### src/common/dtu_consts.svh
`ifndef DTU_CONSTS_SVH
`define DTU_CONSTS_SVH

////////////////////
// Beat and line geometry.
////////////////////
`define DTU_BEAT_W      32
`define DTU_LINE_BEATS  4
`define DTU_LINE_W      (`DTU_BEAT_W * `DTU_LINE_BEATS)
`define DTU_BURST_LEN   2   // Beats per controller command.

////////////////////
// Address and count widths.
////////////////////
`define DTU_MEM_ADDR_W  24  // Memory is addressed in beats.
`define DTU_RAM_ADDR_W  8   // Buffer is addressed in lines.
`define DTU_SIZE_W      8
`define DTU_AXI_ADDR_W  4

`define DTU_FIFO_DEPTH  16
`define DTU_RAM_LAT     2

`endif

### src/common/dtu_pkg.sv
`include "dtu_consts.svh"

package dtu_pkg;

	// Buffer to memory is a write, memory to buffer is a read.
	typedef enum logic
	{
		DIR_WRITE = 1'b0,
		DIR_READ  = 1'b1
	} dtu_dir_e;

	typedef logic [$clog2(`DTU_BURST_LEN + 1)-1:0] dtu_bsize_t;

	// One transfer as set up by the host.
	typedef struct packed
	{
		dtu_dir_e                   dir;
		logic [`DTU_MEM_ADDR_W-1:0] mem_addr;
		logic [`DTU_RAM_ADDR_W-1:0] ram_addr;
		logic [`DTU_SIZE_W-1:0]     size;    // Number of lines.
	} dtu_req_t;

	// One command to the memory controller.
	typedef struct packed
	{
		logic                       write;
		logic                       read;
		logic [`DTU_MEM_ADDR_W-1:0] addr;
		dtu_bsize_t                 burst_size;
	} dtu_mem_cmd_t;

	typedef struct packed
	{
		logic busy;
		logic done;
	} dtu_status_t;

endpackage

### src/hw/dtu_regs.sv
`timescale 1ns/100ps
`include "dtu_consts.svh"

module dtu_regs
(
	input  logic                       clk,
	input  logic                       reset_n,
	input  logic [`DTU_AXI_ADDR_W-1:0] awaddr,
	input  logic                       awvalid,
	output logic                       awready,
	input  logic [31:0]                wdata,
	input  logic [3:0]                 wstrb,
	input  logic                       wvalid,
	output logic                       wready,
	output logic [1:0]                 bresp,
	output logic                       bvalid,
	input  logic                       bready,
	input  logic [`DTU_AXI_ADDR_W-1:0] araddr,
	input  logic                       arvalid,
	output logic                       arready,
	output logic [31:0]                rdata,
	output logic [1:0]                 rresp,
	output logic                       rvalid,
	input  logic                       rready,
	output logic                       start,
	output dtu_pkg::dtu_req_t          req,
	input  logic                       seq_busy,
	input  logic                       wfifo_empty,
	input  logic                       rd_drained
);
	import dtu_pkg::*;

	localparam int AXI_ADDR_W = `DTU_AXI_ADDR_W;
	localparam logic [1:0] REG_MEM_ADDR = 2'd0;
	localparam logic [1:0] REG_RAM_ADDR = 2'd1;
	localparam logic [1:0] REG_SIZE     = 2'd2;
	localparam logic [1:0] REG_CTRL     = 2'd3;
	localparam logic [1:0] RESP_OKAY    = 2'b00;
	localparam logic [1:0] RESP_SLVERR  = 2'b10;

	dtu_status_t status;
	logic [1:0]  wr_sel;
	logic [31:0] cur_wr;
	logic [31:0] wr_value;
	logic        wr_accept;
	logic        rd_accept;
	logic        start_wr;
	logic        start_rd;
	logic        start_bad;

	function automatic logic [31:0] reg_read(logic [1:0] sel, dtu_req_t r, dtu_status_t s);
		logic [31:0] v;
		v = '0;
		case (sel)
			REG_MEM_ADDR: v[`DTU_MEM_ADDR_W-1:0] = r.mem_addr;
			REG_RAM_ADDR: v[`DTU_RAM_ADDR_W-1:0] = r.ram_addr;
			REG_SIZE:     v[`DTU_SIZE_W-1:0] = r.size;
			default:      v[1:0] = {s.done, s.busy};
		endcase
		return v;
	endfunction

	assign wr_sel    = awaddr[AXI_ADDR_W-1:2];
	assign wr_accept = awready && awvalid && wvalid;
	assign rd_accept = arready && arvalid;
	assign wready    = awready;
	assign rresp     = RESP_OKAY;   // Reads never fail.

	// Unstrobed bytes keep their old value. Control bits act only when written.
	always_comb
	begin
		cur_wr = (wr_sel == REG_CTRL) ? '0 : reg_read(wr_sel, req, status);
		for (int i = 0; i < 4; i++)
			wr_value[8*i +: 8] = wstrb[i] ? wdata[8*i +: 8] : cur_wr[8*i +: 8];
	end

	assign start_wr  = wr_accept && (wr_sel == REG_CTRL) && wr_value[0];
	assign start_rd  = wr_accept && (wr_sel == REG_CTRL) && wr_value[1];
	assign start_bad = (start_wr || start_rd) && (status.busy || (start_wr && start_rd));

	////////////////////
	// Handshakes and status.
	////////////////////
	always_ff @(posedge clk)
	begin
		if (!reset_n)
		begin
			awready <= 1'b0;
			arready <= 1'b0;
			bvalid  <= 1'b0;
			rvalid  <= 1'b0;
			start   <= 1'b0;
			status  <= '0;
		end
		else
		begin
			awready <= awvalid && wvalid && !awready && !bvalid;
			arready <= arvalid && !arready && !rvalid;
			start   <= 1'b0;
			if (wr_accept)
				bvalid <= 1'b1;
			else if (bready)
				bvalid <= 1'b0;
			if (rd_accept)
				rvalid <= 1'b1;
			else if (rready)
				rvalid <= 1'b0;
			if ((start_wr || start_rd) && !start_bad)
			begin
				start       <= 1'b1;
				status.busy <= 1'b1;
				status.done <= 1'b0;
			end
			else if (status.busy && !start && !seq_busy && wfifo_empty && rd_drained)
			begin
				status.busy <= 1'b0;   // Everything has left the unit.
				status.done <= 1'b1;
			end
		end
	end

	always_ff @(posedge clk)
	begin
		if (wr_accept)
		begin
			case (wr_sel)
				REG_MEM_ADDR: req.mem_addr <= wr_value[`DTU_MEM_ADDR_W-1:0];
				REG_RAM_ADDR: req.ram_addr <= wr_value[`DTU_RAM_ADDR_W-1:0];
				REG_SIZE:     req.size <= wr_value[`DTU_SIZE_W-1:0];
				default:
					if (!start_bad && (start_wr || start_rd))
						req.dir <= start_rd ? DIR_READ : DIR_WRITE;
			endcase
			bresp <= start_bad ? RESP_SLVERR : RESP_OKAY;
		end
		if (rd_accept)
			rdata <= reg_read(araddr[AXI_ADDR_W-1:2], req, status);
	end

endmodule

### src/dtu/dtu_burst_seq.sv
`timescale 1ns/100ps
`include "dtu_consts.svh"

module dtu_burst_seq
(
	input  logic                       clk,
	input  logic                       reset_n,
	input  logic                       start,
	input  dtu_pkg::dtu_req_t          req,
	output logic                       seq_busy,
	output logic [`DTU_RAM_ADDR_W-1:0] ram_read_addr,
	input  logic [`DTU_LINE_W-1:0]     ram_read_data,
	output dtu_pkg::dtu_mem_cmd_t      mem_cmd,
	output logic                       mem_cmd_valid,
	input  logic                       mem_cmd_ready,
	output logic [`DTU_BEAT_W-1:0]     mem_wdata,
	input  logic                       mem_wdata_req,
	output logic                       wfifo_empty,
	output logic                       line_issue,
	output logic [`DTU_RAM_ADDR_W-1:0] line_ram_addr,
	input  logic                       line_room
);
	import dtu_pkg::*;

	localparam int DEPTH      = `DTU_FIFO_DEPTH;
	localparam int PTR_W      = $clog2(DEPTH);
	localparam int CNT_W      = PTR_W + 1;
	localparam int NEED_W     = CNT_W + 1;
	localparam int BEAT_W     = `DTU_BEAT_W;
	localparam int LINE_W     = `DTU_LINE_W;
	localparam int LINE_BEATS = `DTU_LINE_BEATS;
	localparam int RAM_LAT    = `DTU_RAM_LAT;
	localparam int LINE_CMDS  = `DTU_LINE_BEATS / `DTU_BURST_LEN;
	localparam dtu_bsize_t BURST_SIZE = `DTU_BURST_LEN;
	localparam logic [`DTU_MEM_ADDR_W-1:0] BURST_STEP = `DTU_BURST_LEN;
	localparam logic [`DTU_MEM_ADDR_W-1:0] LINE_STEP  = `DTU_LINE_BEATS;

	typedef enum logic {S_IDLE, S_RUN} state_e;

	state_e                     state;
	dtu_dir_e                   dir;
	logic [`DTU_MEM_ADDR_W-1:0] mem_addr;
	logic [`DTU_RAM_ADDR_W-1:0] ram_addr;
	logic [`DTU_SIZE_W-1:0]     lines_left;
	logic                       issue;
	logic [RAM_LAT-1:0]         rd_vld;
	logic [`DTU_MEM_ADDR_W-1:0] addr_pipe [RAM_LAT];
	logic [NEED_W-1:0]          pipe_lines;
	logic [NEED_W-1:0]          cmd_need;
	logic [NEED_W-1:0]          wf_need;

	dtu_mem_cmd_t               cmd_mem [DEPTH];
	dtu_mem_cmd_t               cmd_lo;
	dtu_mem_cmd_t               cmd_hi;
	logic [PTR_W-1:0]           cmd_wr;
	logic [PTR_W-1:0]           cmd_rd;
	logic [CNT_W-1:0]           cmd_count;
	logic                       cmd_push;
	logic                       cmd_pop;

	logic [BEAT_W-1:0]          wf_mem [DEPTH];
	logic [PTR_W-1:0]           wf_wr;
	logic [PTR_W-1:0]           wf_rd;
	logic [CNT_W-1:0]           wf_count;
	logic                       wf_push;
	logic                       wf_pop;

	// Room is reserved for the new line and for every line still in the RAM pipeline.
	always_comb
	begin
		pipe_lines = '0;
		for (int i = 0; i < RAM_LAT; i++)
			pipe_lines = pipe_lines + NEED_W'(rd_vld[i]);
		cmd_need = NEED_W'(cmd_count) + NEED_W'(LINE_CMDS) * (pipe_lines + 1'b1);
		wf_need  = NEED_W'(wf_count) + NEED_W'(LINE_BEATS) * (pipe_lines + 1'b1);
	end

	assign issue = (state == S_RUN) && (cmd_need <= NEED_W'(DEPTH)) &&
		(wf_need <= NEED_W'(DEPTH)) && line_room;
	assign line_issue    = issue && (dir == DIR_READ);
	assign line_ram_addr = ram_addr;
	assign ram_read_addr = ram_addr;
	assign seq_busy      = (state != S_IDLE) || (rd_vld != '0) || mem_cmd_valid;

	////////////////////
	// Line FSM.
	////////////////////
	always_ff @(posedge clk)
	begin
		if (!reset_n)
		begin
			state  <= S_IDLE;
			rd_vld <= '0;
		end
		else
		begin
			rd_vld <= (rd_vld << 1) | RAM_LAT'(issue && (dir == DIR_WRITE));
			case (state)
				S_IDLE:
					if (start && (req.size != '0))
						state <= S_RUN;
				S_RUN:
					if (issue && (lines_left == `DTU_SIZE_W'(1)))
						state <= S_IDLE;
				default:
					state <= S_IDLE;
			endcase
		end
	end

	always_ff @(posedge clk)
	begin
		if ((state == S_IDLE) && start)
		begin
			dir        <= req.dir;
			mem_addr   <= req.mem_addr;
			ram_addr   <= req.ram_addr;
			lines_left <= req.size;
		end
		else if (issue)
		begin
			mem_addr   <= mem_addr + LINE_STEP;
			ram_addr   <= ram_addr + 1'b1;
			lines_left <= lines_left - 1'b1;
		end
		for (int i = RAM_LAT - 1; i > 0; i--)
			addr_pipe[i] <= addr_pipe[i-1];
		addr_pipe[0] <= mem_addr;   // Follows the buffer read.
	end

	////////////////////
	// Command FIFO.
	////////////////////
	// Write commands wait for their data so the controller never pulls an empty FIFO.
	assign cmd_push = wf_push || line_issue;

	always_comb
	begin
		cmd_lo.write      = (dir == DIR_WRITE);
		cmd_lo.read       = (dir == DIR_READ);
		cmd_lo.addr       = (dir == DIR_READ) ? mem_addr : addr_pipe[RAM_LAT-1];
		cmd_lo.burst_size = BURST_SIZE;
		cmd_hi            = cmd_lo;
		cmd_hi.addr       = cmd_lo.addr + BURST_STEP;
	end

	assign mem_cmd_valid = (cmd_count != '0);
	assign mem_cmd       = cmd_mem[cmd_rd];
	assign cmd_pop       = mem_cmd_valid && mem_cmd_ready;

	always_ff @(posedge clk)
	begin
		if (!reset_n)
		begin
			cmd_wr    <= '0;
			cmd_rd    <= '0;
			cmd_count <= '0;
			wf_wr     <= '0;
			wf_rd     <= '0;
			wf_count  <= '0;
		end
		else
		begin
			if (cmd_push)
				cmd_wr <= cmd_wr + PTR_W'(2);
			if (cmd_pop)
				cmd_rd <= cmd_rd + 1'b1;
			cmd_count <= cmd_count + (cmd_push ? CNT_W'(2) : '0) - CNT_W'(cmd_pop);
			if (wf_push)
				wf_wr <= wf_wr + PTR_W'(LINE_BEATS);
			if (wf_pop)
				wf_rd <= wf_rd + 1'b1;
			wf_count <= wf_count + (wf_push ? CNT_W'(LINE_BEATS) : '0) - CNT_W'(wf_pop);
		end
	end

	////////////////////
	// Write-data FIFO.
	////////////////////
	assign wf_push     = rd_vld[RAM_LAT-1];
	assign wf_pop      = mem_wdata_req && (wf_count != '0);
	assign mem_wdata   = wf_mem[wf_rd];
	assign wfifo_empty = (wf_count == '0);

	always_ff @(posedge clk)
	begin
		if (cmd_push)
		begin
			cmd_mem[cmd_wr]        <= cmd_lo;
			cmd_mem[cmd_wr + 1'b1] <= cmd_hi;
		end
		if (wf_push)
			for (int k = 0; k < LINE_BEATS; k++)
				wf_mem[wf_wr + PTR_W'(k)] <= ram_read_data[LINE_W - 1 - k*BEAT_W -: BEAT_W];
	end

endmodule

### src/dtu/dtu_return_path.sv
`timescale 1ns/100ps
`include "dtu_consts.svh"

module dtu_return_path
(
	input  logic                       clk,
	input  logic                       reset_n,
	input  logic                       line_issue,
	input  logic [`DTU_RAM_ADDR_W-1:0] line_ram_addr,
	output logic                       line_room,
	input  logic [`DTU_BEAT_W-1:0]     mem_rdata,
	input  logic                       mem_rdata_valid,
	output logic                       ram_write_en,
	output logic [`DTU_RAM_ADDR_W-1:0] ram_write_addr,
	output logic [`DTU_LINE_W-1:0]     ram_write_data,
	output logic                       rd_drained
);
	localparam int DEPTH  = `DTU_FIFO_DEPTH;
	localparam int PTR_W  = $clog2(DEPTH);
	localparam int CNT_W  = PTR_W + 1;
	localparam int BEAT_W = `DTU_BEAT_W;
	localparam int LINE_W = `DTU_LINE_W;
	localparam int BCNT_W = $clog2(`DTU_LINE_BEATS);
	localparam logic [BCNT_W-1:0] LAST_BEAT = BCNT_W'(`DTU_LINE_BEATS - 1);

	logic [`DTU_RAM_ADDR_W-1:0] aq_mem [DEPTH];
	logic [PTR_W-1:0]           aq_wr;
	logic [PTR_W-1:0]           aq_rd;
	logic [CNT_W-1:0]           aq_count;
	logic [BCNT_W-1:0]          beat_cnt;
	logic [LINE_W-BEAT_W-1:0]   line_buf;   // The beats before the last one.
	logic                       line_done;

	assign line_done  = mem_rdata_valid && (beat_cnt == LAST_BEAT);
	assign line_room  = (aq_count != CNT_W'(DEPTH));

	// A line still being written counts as in flight.
	assign rd_drained = (aq_count == '0) && (beat_cnt == '0) && !ram_write_en;

	////////////////////
	// Address queue and beat count.
	////////////////////
	always_ff @(posedge clk)
	begin
		if (!reset_n)
		begin
			aq_wr        <= '0;
			aq_rd        <= '0;
			aq_count     <= '0;
			beat_cnt     <= '0;
			ram_write_en <= 1'b0;
		end
		else
		begin
			if (line_issue)
				aq_wr <= aq_wr + 1'b1;
			if (line_done)
				aq_rd <= aq_rd + 1'b1;
			aq_count <= aq_count + CNT_W'(line_issue) - CNT_W'(line_done);
			if (mem_rdata_valid)
				beat_cnt <= beat_cnt + 1'b1;   // Wraps at the end of a line.
			ram_write_en <= line_done;
		end
	end

	////////////////////
	// Line assembly.
	////////////////////
	// Beats come most significant first, so each new beat shifts in at the bottom.
	always_ff @(posedge clk)
	begin
		if (line_issue)
			aq_mem[aq_wr] <= line_ram_addr;
		if (mem_rdata_valid)
			line_buf <= {line_buf[LINE_W-2*BEAT_W-1:0], mem_rdata};
		if (line_done)
		begin
			ram_write_data <= {line_buf, mem_rdata};
			ram_write_addr <= aq_mem[aq_rd];
		end
	end

endmodule

### src/hw/dtu_top.sv
`timescale 1ns/100ps
`include "dtu_consts.svh"

module dtu_top
(
	input  logic                       clk,
	input  logic                       reset_n,
	input  logic [`DTU_AXI_ADDR_W-1:0] awaddr,
	input  logic                       awvalid,
	output logic                       awready,
	input  logic [31:0]                wdata,
	input  logic [3:0]                 wstrb,
	input  logic                       wvalid,
	output logic                       wready,
	output logic [1:0]                 bresp,
	output logic                       bvalid,
	input  logic                       bready,
	input  logic [`DTU_AXI_ADDR_W-1:0] araddr,
	input  logic                       arvalid,
	output logic                       arready,
	output logic [31:0]                rdata,
	output logic [1:0]                 rresp,
	output logic                       rvalid,
	input  logic                       rready,
	output logic [`DTU_RAM_ADDR_W-1:0] ram_read_addr,
	input  logic [`DTU_LINE_W-1:0]     ram_read_data,
	output logic                       ram_write_en,
	output logic [`DTU_RAM_ADDR_W-1:0] ram_write_addr,
	output logic [`DTU_LINE_W-1:0]     ram_write_data,
	output dtu_pkg::dtu_mem_cmd_t      mem_cmd,
	output logic                       mem_cmd_valid,
	input  logic                       mem_cmd_ready,
	output logic [`DTU_BEAT_W-1:0]     mem_wdata,
	input  logic                       mem_wdata_req,
	input  logic [`DTU_BEAT_W-1:0]     mem_rdata,
	input  logic                       mem_rdata_valid
);
	import dtu_pkg::*;

	dtu_req_t                   req;
	logic                       start;
	logic                       seq_busy;
	logic                       wfifo_empty;
	logic                       rd_drained;
	logic                       line_issue;
	logic [`DTU_RAM_ADDR_W-1:0] line_ram_addr;
	logic                       line_room;

	dtu_regs dtu_regs_i
	(
		.clk         (clk),
		.reset_n     (reset_n),
		.awaddr      (awaddr),
		.awvalid     (awvalid),
		.awready     (awready),
		.wdata       (wdata),
		.wstrb       (wstrb),
		.wvalid      (wvalid),
		.wready      (wready),
		.bresp       (bresp),
		.bvalid      (bvalid),
		.bready      (bready),
		.araddr      (araddr),
		.arvalid     (arvalid),
		.arready     (arready),
		.rdata       (rdata),
		.rresp       (rresp),
		.rvalid      (rvalid),
		.rready      (rready),
		.start       (start),
		.req         (req),
		.seq_busy    (seq_busy),
		.wfifo_empty (wfifo_empty),
		.rd_drained  (rd_drained)
	);

	dtu_burst_seq dtu_burst_seq_i
	(
		.clk           (clk),
		.reset_n       (reset_n),
		.start         (start),
		.req           (req),
		.seq_busy      (seq_busy),
		.ram_read_addr (ram_read_addr),
		.ram_read_data (ram_read_data),
		.mem_cmd       (mem_cmd),
		.mem_cmd_valid (mem_cmd_valid),
		.mem_cmd_ready (mem_cmd_ready),
		.mem_wdata     (mem_wdata),
		.mem_wdata_req (mem_wdata_req),
		.wfifo_empty   (wfifo_empty),
		.line_issue    (line_issue),
		.line_ram_addr (line_ram_addr),
		.line_room     (line_room)
	);

	dtu_return_path dtu_return_path_i
	(
		.clk             (clk),
		.reset_n         (reset_n),
		.line_issue      (line_issue),
		.line_ram_addr   (line_ram_addr),
		.line_room       (line_room),
		.mem_rdata       (mem_rdata),
		.mem_rdata_valid (mem_rdata_valid),
		.ram_write_en    (ram_write_en),
		.ram_write_addr  (ram_write_addr),
		.ram_write_data  (ram_write_data),
		.rd_drained      (rd_drained)
	);

endmodule

### config.mk
export PLATFORM = sky130hd
export DESIGN_NAME = dtu_top
export DESIGN_NICKNAME = d
export VERILOG_FILES = /design/src/common/dtu_pkg.sv /design/src/hw/dtu_regs.sv /design/src/dtu/dtu_burst_seq.sv /design/src/dtu/dtu_return_path.sv /design/src/hw/dtu_top.sv
export VERILOG_INCLUDE_DIRS = /design/src /design/src/common
export SDC_FILE = /design/constraint.sdc
export NUM_CORES = 1
export LEC_CHECK = 0
export BUFFER_PORTS_ARGS = -buffer_cell sky130_fd_sc_hd__buf_2
export CAP_MARGIN = 20
export CORE_UTILIZATION = 64
export DETAILED_ROUTE_END_ITERATION = 8
export PLACE_DENSITY_LB_ADDON = 0.15
export SYNTH_ARGS = -nofsm -noshare
export SYNTH_HDL_FRONTEND = slang
export SYNTH_SLANG_ARGS = --single-unit
export TNS_END_PERCENT = 50
### constraint.sdc
create_clock -name clk -period 20.6 [get_ports clk]
set_input_delay 1.03 -clock clk [delete_from_list [all_inputs] [get_ports clk]]
set_output_delay 1.03 -clock clk [all_outputs]
set_load 0.03 [all_outputs]
Word level (Yosys, flattened, before mapping)
Memory sizes are Yosys's and may differ from the RTL's. A register that Yosys moved wholly into a read port is not among the register bits.
Cells that the tools add are included.
{"block": "word_totals", "regBits": 384, "ramBits": 1104, "in_bits": 214, "out_inout_bits": 247, "elab_cells": 186, "mem_count": 4}
{"block": "classes", "n_addsub": 25, "n_lt_le_gt_ge": 2, "n_eq_ne": 10, "n_mux": 40, "bitwise": 5, "n_reduce_logical": 65}
{"memory": "dtu_burst_seq_i.wf_mem", "words": 16, "word_bits": 32, "read_ports": 1, "rd_ports_with_merged_regs": 1, "wr": 4, "line": "dtu_burst_seq.sv:61", "text": "logic [BEAT_W-1:0] wf_mem [DEPTH];"}
{"memory": "dtu_burst_seq_i.cmd_mem", "words": 16, "word_bits": 26, "read_ports": 1, "rd_ports_with_merged_regs": 1, "wr": 2, "line": "dtu_burst_seq.sv:52", "text": "dtu_mem_cmd_t cmd_mem [DEPTH];"}
{"memory": "dtu_return_path_i.aq_mem", "words": 16, "word_bits": 8, "read_ports": 1, "rd_ports_with_merged_regs": 1, "wr": 1, "line": "dtu_return_path.sv:26", "text": "logic [`DTU_RAM_ADDR_W-1:0] aq_mem [DEPTH];"}
{"memory": "dtu_burst_seq_i.addr_pipe", "words": 2, "word_bits": 24, "read_ports": 2, "rd_ports_with_merged_regs": 0, "wr": 2, "line": "dtu_burst_seq.sv:47", "text": "logic [`DTU_MEM_ADDR_W-1:0] addr_pipe [RAM_LAT];"}
{"operator": "$mux W24", "n": 4}
{"operator": "$mux W8", "n": 7}
{"operator": "$pmux W6 S3", "n": 2}
{"operator": "$logic_and A1 B1 Y1", "n": 31}
{"operator": "$add A24 B2 Y24 const B", "n": 1}
{"operator": "$add A24 B3 Y24 const B", "n": 1}
{"operator": "$add A4 B1 Y4 const B", "n": 6}
{"operator": "$mux W16", "n": 1}
{"operator": "$mux W4", "n": 4}
{"operator": "$sub A5 B1 Y5", "n": 3}
{"operator": "$mux W1", "n": 14}
{"operator": "$add A4 B2 Y4 const B", "n": 3}
{"operator": "$add A5 B6 Y6", "n": 2}
{"operator": "$le A6 B5 Y1 const B", "n": 2}
{"operator": "$pmux W2 S3", "n": 2}
{"operator": "$add A5 B5 Y5", "n": 2}
{"operator": "$logic_not A5 Y1", "n": 2}
{"operator": "$reduce_bool A2 Y1", "n": 5}
{"operator": "$reduce_bool A5 Y1", "n": 2}
{"operator": "$reduce_and A3 Y1", "n": 3}
{"operator": "$add A8 B1 Y8 const B", "n": 1}
{"operator": "$eq A2 B2 Y1 const B", "n": 4}
{"operator": "$eq A8 B1 Y1 const B", "n": 1}
{"operator": "$logic_not A1 Y1", "n": 8}
{"operator": "other kinds (20)", "n": 36}

Longest topological paths before layout
Gate-level depths: netlist (run 1).
{"block": "depth", "word_depth": 12, "depth_mapped": 19, "ltp_nobuf": 16}

Modules after synthesis
A second synthesis (run 1) with hierarchy kept.
{"block": "hier_totals", "cells_unflattened": 2594, "hier_area_um2": 55647.1}
{"module": "dtu_burst_seq", "n_inst": 1, "cells_per_inst": 1834, "area_per_inst_um2": 39704.3, "seq_area_each_um2": 30018.8}
{"module": "dtu_return_path", "n_inst": 1, "cells_per_inst": 541, "area_per_inst_um2": 12829.8, "seq_area_each_um2": 11130.7}
{"module": "dtu_regs", "n_inst": 1, "cells_per_inst": 219, "area_per_inst_um2": 3113.0, "seq_area_each_um2": 2122.0}

Least setup slack after synthesis (run 1)
Ideal clock, no wire load.
{"block": "synth_timing", "path_type": "flip-flop to flip-flop", "start": "register dtu_burst_seq_i.rd_vld[1]", "end": "memory dtu_burst_seq_i.cmd_mem[8][0] (netlist bit), enable pin", "arrival_ns": 8.142, "t_required_ns": 20.005, "slack_ns": 11.863, "stages_incl_launch_ff": 13, "path_buffers": 3, "synth_period_minus_slack_ns": 8.737, "path_cell_list": "dfxtp_1 -> clkbuf_1 -> inv_1 -> ha_1 -> buf_2 -> nor2b_1 -> fa_1 -> a21bo_1 -> or4_4 -> nor4_2 -> a21oi_1 -> buf_2 -> nor4b_1"}
{"item": "start, declared", "line": "dtu_burst_seq.sv:46", "text": "logic [RAM_LAT-1:0] rd_vld;"}
{"item": "start signal, assigned", "line": "dtu_burst_seq.sv:97", "text": "rd_vld <= (rd_vld << 1) | RAM_LAT'(issue && (dir == DIR_WRITE));"}
{"item": "end, declared", "line": "dtu_burst_seq.sv:52"}

==> impl_results.md, run 1 <==
- DP Cell Count: just over 4k
- Area growth, synth to finish: 14.89%
- Post-CTS Hold Buffers: 0
- Root Driver: clkbuf_16
- Largest area contributor in the netlist: edfxtp_1
- CTS tree: built
- Pwr dens: 106.9 nW/um2
- Commonest cells post-synth: edfxtp_1, mux4_2, dfxtp_1
- Routed Antenna Nets: 0
- Critical Path AT: ~4.4 ns
- Post-synth top flop: edfxtp_1
- Most common cell in the netlist: edfxtp_1
- Clock buffer depth: 3
- Worst slew pin tran: 1.091 ns
- Ys async rst share: 0
- Crit path required time: 19.57 ns
- Max-cap check violation count: 0
- Drt first pass iters: 5
- Hold/Removal Path Class: reg -> reg
- Cts bufs inserted: 146
- Register area: 43290 um2
- Synth area leaders: edfxtp_1, mux4_2, dfxtp_1
- Initial antenna violation count: 14
- Final wirelength: roughly 110 mm
- Yosys warnings: 0
- Post-cts sizing count: 0
- Die Y-Extent: 296.6 um
- Critical path's slowest cell: buf_4
- Fin crit share: 0.2638
- Worst path max stage delay: 0.83 ns
- Max transition margin: 0.2728
- Starting Density: 0.6493
- Pleak: 0.02115 uW
- Max VDD drop: 0.1181 mV
- Vias per cell: between 6 and 7
- Number of synthesized flops with an enable pin: approximately 1.4k
- Largest net degree at the start of global routing: 86
- Status: completed
- Die Footprint: 87970 um2
- Final HPWL DP: 66.99 mm
- DRC Markers: 0
- Drt initial violations: slightly below 2k
- TNS Setup: 0 ns
- Flops & latches, synth: between 1k and 1.5k
- Post-synthesis sequential area ratio: 0.7791
- Final Hold Viols: 0
- Final Non-Filler Cells: about 4.4k
- Post-Synthesis Cells: ~2.6k
- Setup Skew: 0.02987 ns
- Core area: 85550 um2
- GP Congestion: 0.8525
- Clk slew on worst S/H paths: 0.06 ns
- Horiz. Die Dim: slightly below 300 um
- Clock Latency Late Sink: 0.75 ns
- Clock sinks: 1476
- Std cell rows: 107
- Endpoint class of the critical path: output port
- Mapped Area: 55540 um2
- Vias in the first global route: between 20k and 30k
- Critical path cell sequence: buf_16 > buf_4 > buf_4 > mux4_2 > mux4_2 > buf_2
- Area occupied by multi-input gates: approximately 12000 um2
- Synth top area share: 0.7412
- Final layout net count: ~3.4k
- Critical Path Start Type: flip-flop
- Worst setup path class: reg -> out
- Minimum clock period: 5.434 ns
- Crit path max fanout: 47
- Final setup vio count: 0
- Vias: 26.68k
- Layout cell share with drive strength beyond 1: 0.3260
- Port Buffers: approximately 430
- Post-CTS Setup Inserts: 0
- Remaining Overflow, GRT: 0
- RSZ-0062 raised after global routing: no
- Syn Area/Cell: 21.34 um2
- Distinct cells, synth: 67
- # fillers: 4716
- WHS: between 0.3 and 0.4 ns
- Max Clk Rate: 184.0 MHz
- Ports: 461
- GRT Overall Usage: 0.2555
- Routed WL per cell: 25.42 um
- CTS H-tree depth: 4
- First-pass GRT wire length: between 150 and 200 mm
- Slew Limit Fails: 0
final cells by class:
cell class                 count  area share
multi-input combinational    952      0.1820
tap                         1144     0.02243
inverter                      63    0.003784
antenna                       13   0.0005098
sequential                  1476      0.6784
timing repair buffer         476     0.04015
clock buffer                 186     0.06090
clock inverter                74     0.01180
worst paths after layout:
path	end	slack (ns)	startpoint	depth (start not counted)
max	mem_wdata[5]	15.17	flip-flop	6
min	dtu_burst_seq_i.addr_pipe[0][35]	0.31	dtu_burst_seq_i.addr_pipe[0][11]	0
max reg2reg	dtu_burst_seq_i.cmd_mem[11][23]	15.72	dtu_burst_seq_i.rd_vld[1]	11
min reg2reg	dtu_burst_seq_i.addr_pipe[0][35]	0.31	dtu_burst_seq_i.addr_pipe[0][11]	0
where the power goes:
| group | switching, uW | internal (uW) |
|---|---|---|
| registers | 70.5 | 3300 |
| logic | 432 | 452 |
| clock network | 1080 | 1490 |
| total | 1580 | 5240 |
cell usage in the layout (no fill, tap or decap), drive strengths merged, types with 31 or more instances in the layout:
| cell | n |
|---|---|
| xnor2 | 39 |
| mux2i | 31 |
| clkbuf | 186 |
| nand2 | 77 |
| mux4 | 323 |
| clkinv | 52 |
| nor2 | 71 |
| buf | 476 |
| o21ai | 43 |
| xor2 | 34 |
| inv | 69 |
| and2 | 61 |
| edfxtp | 1371 |
| dfxtp | 105 |
| ha | 42 |
state kept, by name, summed over array words and instances (netlist names), 24 cells and up, named ones only:
signal,cells
dtu_burst_seq_i.wf_mem,512
dtu_burst_seq_i.cmd_mem,392
dtu_return_path_i.aq_mem,128
dtu_return_path_i.ram_write_data,128
dtu_return_path_i.line_buf,96
dtu_burst_seq_i.addr_pipe,48
dtu_regs_i.req,41
dtu_burst_seq_i.mem_addr,24
dtu_regs_i.rdata,24
stage by stage:
stage | util | instance area (um2) | power (uW) | setup WS (ns)
after floorplan | - | 55580 | 4095 | 11.86
after global placement | 0.6901 | 59040 | 4288 | 15.64
after global routing | 0.7458 | 63800 | 7044 | 14.78
after detailed placement | 0.6901 | 59040 | 4314 | 15.59
final | 0.7460 | 63820 | 6819 | 15.17
after CTS | 0.7444 | 63680 | 6869 | 14.73
worst max-delay path, delay by kind of cell, from the launching register on:
family	cells	cell delay, ns
flops	1	0.61
buf+inv	4	1.89
mux	2	1.11
logic make-up (layout without fill, tap and decap cells):
logic type / after synthesis / after routing / synth area share
buf+inv: 186 / 799 / 0.01390
xor+xnor: 73 / 73 / 0.01151
simple gates: 339 / 339 / 0.03215
mux: 371 / 371 / 0.1400
other cells: 2 / 26 / 0.0001352
fa+ha+maj: 48 / 48 / 0.01144
compound gates: 108 / 108 / 0.01180
flops: 1476 / 1476 / 0.7791
routing by layer:
layer,up-vias,global-route usage,wire (um)
met5,-,0,22
li1,11591,-,-
met4,4,0.08411,2511
met2,970,0.4397,59570
met3,207,0.04446,6600
met1,13907,0.3345,42730
Note: power is estimated with default switching activity, not from simulation.
==> run 2: changes to the inputs <==
Settings changed: CORE_UTILIZATION 64 to 54.
Clock period 20.6 ns to 4.35 ns, I/O delays scaled along.
==> run 2 against run 1 <==
- critical path depth increased by 10
- routed wire length increased by 0.76%
- utilization decreased by 9.1 points
- sequential power increased to 4.7 times the previous value
- critical path type is now reg -> reg
- critical endpoint is now dtu_return_path_i.aq_count[4]
- largest power group unchanged
==> impl_results.md, run 2 (synthesized netlist as in run 1, its figures left out) <==
- Final Non-Filler Cells: 4836 (was 4384)
- Pleak: 0.02227 uW (was 0.02115 uW)
- Crit Reg-Reg Startpoint: dtu_burst_seq_i.rd_vld[1] (unchanged)
- Routed Antenna Nets: 0 (unchanged)
- Minimum clock period: 4.132 ns
- Area growth, synth to finish: 20.08% (was 14.89%)
- Hold Path Origin: wstrb[0] (was dtu_burst_seq_i.addr_pipe[0][11])
- Register area: 43290 um2 (about the same)
- Ports: 461 (unchanged)
- RR Endpoint: dtu_return_path_i.aq_count[4] (was dtu_burst_seq_i.cmd_mem[11][23])
- Root Driver: clkbuf_16 (unchanged)
- Clock Latency Late Sink: 0.74 ns (was 0.75 ns)
- Worst slew pin tran: 1.040 ns (was 1.091 ns)
- Critical Path Start Type: flip-flop (unchanged)
- Drt first pass iters: 5 (unchanged)
- GP Congestion: 0.8622 (was 0.8525)
- Largest regs: dtu_burst_seq_i.wf_mem x512, dtu_burst_seq_i.cmd_mem x392 (unchanged)
- Remaining Overflow, GRT: 0 (unchanged)
- Core area: 101900 um2 (was 85550 um2)
- Max VDD drop: 0.3991 mV (was 0.1181 mV)
- Std cell rows: 117 (was 107)
- WHS: 0.07882 ns (was 0.3126 ns)
- Met1 WL: 45.49 mm (was 42.73 mm)
- DRC Markers: 0 (unchanged)
- Hold path endpoint: dtu_regs_i.req[16] (was dtu_burst_seq_i.addr_pipe[0][35])
- Hold path cells: 3 (was 0)
- Clock sinks: 1476 (unchanged)
- Utilization after layout: 0.6546 (was 0.7460)
- R2r worst-path depth: 16 (was 11)
- Worst slack, placed: 0.2688 ns (was 15.59 ns)
- Top reg by flops: dtu_burst_seq_i.wf_mem (unchanged)
- Starting Density: 0.5451 (was 0.6493)
- Critical Path AT: 4.73 ns (was 4.40 ns)
- Final Hold Viols: 0 (unchanged)
- Die Footprint: 104100 um2 (was 87970 um2)
- Vias in the first global route: 28.87k (was 27.84k)
- First-pass GRT wire length: 170.5 mm (was 165.4 mm)
- Post-cts sizing count: 0 (unchanged)
- Status: completed (unchanged)
- Die Y-Extent: 322.7 um (was 296.6 um)
- Slew Limit Fails: 0 (unchanged)
- Port Buffers: 434 (unchanged)
- Fin crit share: 0.9499
- Commonest non-fill, non-tap cell in the layout: edfxtp_1 (unchanged)
- Drt initial violations: 1965 (was 1990)
- Crit path required time: 4.95 ns (was 19.57 ns)
- Hold/Removal Path Class: in -> reg (was reg -> reg)
- Max Clk Rate: 242.0 MHz
- CTS H-tree depth: 4 (unchanged)
- Critical Path Source: dtu_burst_seq_i.rd_vld[1]
- CTS tree: built (unchanged)
- Area occupied by multi-input gates: 11700 um2 (was 11620 um2)
- Final wirelength: 112.3 mm (was 111.4 mm)
- RSZ-0062 raised after global routing: no (unchanged)
- Largest net degree at the start of global routing: 141 (was 86)
- GRT Overall Usage: 0.2178 (was 0.2555)
- Horiz. Die Dim: 322.7 um (was 296.6 um)
- Max-cap check violation count: 0 (unchanged)
- Final setup vio count: 0 (unchanged)
- Final HPWL DP: 68.53 mm (was 66.99 mm)
- Crit path max fanout: 11 (was 47)
- Max FFs per register: 512 (unchanged)
- Layout cell share with drive strength beyond 1: 0.3111 (was 0.3260)
- Vias: 27.21k (was 26.68k)
- Routed WL per cell: 23.22 um (was 25.42 um)
- Final worst slack: 0.2178 ns (was 15.17 ns)
- Top sig layer: met5 (unchanged)
- Vias per cell: 5.626 (was 6.086)
- Routed met2 length: 58.02 mm (was 59.57 mm)
- Post-CTS Setup Inserts: 0 (unchanged)
- Clk slew on worst S/H paths: 0.06 ns (about the same)
- Pwr dens: 492.0 nW/um2 (was 106.9 nW/um2)
- Overall Power: 32810 uW (was 6819 uW)
- Endpoint class of the critical path: flip-flop (was output port)
- Reg2reg setup slack: 0.22 ns (was 15.72 ns)
- Cts bufs inserted: 150 (was 146)
- DR WL met3: 5.729 mm (was 6.600 mm)
- Max transition margin: 0.3058 (was 0.2728)
- Initial antenna violation count: 9 (was 14)
- Worst setup path class: reg -> reg (was reg -> out)
- Setup Skew: 0.02178 ns (was 0.02987 ns)
- Final layout net count: 3604 (was 3376)
- # fillers: 6670 (was 4716)
- Most frequent cells in the layout: edfxtp_1, buf_2, mux4_2, dlygate4sd3_1, clkbuf_16 (was edfxtp_1, buf_2, mux4_2, clkbuf_16, dfxtp_1)
- Clock buffer depth: 3 (unchanged)
- DP Cell Count: 4343 (was 4107)
[run 2: changes by cell type in the layout (fill, tap and decap cells not counted), moves of 4 or more]
cell / previous run / this run
diode_2: 13 / 6
dlygate4sd3_1: 0 / 215
buf_4: 39 / 31
buf_12: 1 / 19
clkinv_2: 24 / 28
clkbuf_16: 148 / 153
[run 2: per-layer routing]
metal,global-route usage,up-vias
li1,-,12069
met1,0.2844,14092
met2,0.3708,812
met3,0.03679,226
met4,0.07794,6
met5,0,-
[run 2: layout make-up]
class | count | area share
timing repair buffer | 700 | 0.07425
antenna | 6 | 0.0002251
sequential | 1476 | 0.6491
clock inverter | 78 | 0.01092
inverter | 63 | 0.003677
clock buffer | 193 | 0.06072
tap | 1368 | 0.02566
multi-input combinational | 952 | 0.1754
[run 2: how the worst max path moves through the flow]
stage                                          endpoint
after detailed placement  dtu_return_path_i.aq_count[4]
after global placement    dtu_return_path_i.aq_count[4]
after global routing      dtu_return_path_i.aq_count[4]
final                     dtu_return_path_i.aq_count[4]
after floorplan           dtu_burst_seq_i.cmd_mem[2][0]
after CTS                 dtu_return_path_i.aq_count[4]
[run 2: critical path, cell delays in order, from the launching register on]
cell     delay (ns)
dfxtp_2        0.48
inv_6          0.07
ha_4           0.34
nor2_2         0.05
fa_1           0.46
or4_1          0.56
o221a_4        0.28
or4_4          0.46
nor2_1         0.18
ha_1           0.20
inv_1          0.06
fa_1           0.42
inv_1          0.08
a21oi_1        0.07
nor2_1         0.11
or3_1          0.12
a21oi_1        0.06
[run 2: stage by stage]
step	cell area (um2)	setup TNS [ns]
finish	66700	0
global route	66700	0
CTS	66670	0
detailed placement	59740	0
global placement	59730	0
floorplan	55760	-155.54
[run 2: what timing repair did]
action / 4_1_cts / 5_1_grt
endpoints found under the setup margin: 0 / 0
hold buffers: 215 / 0
hold endpoints to repair: 677 / 0
[run 2: power by group]
part           internal, uW  total (uW)  leakage (uW)  switching [uW]
clock network          7240       12400       0.00235            5200
logic                  2300        4370       0.00665            2070
registers             15600       16000        0.0133             386
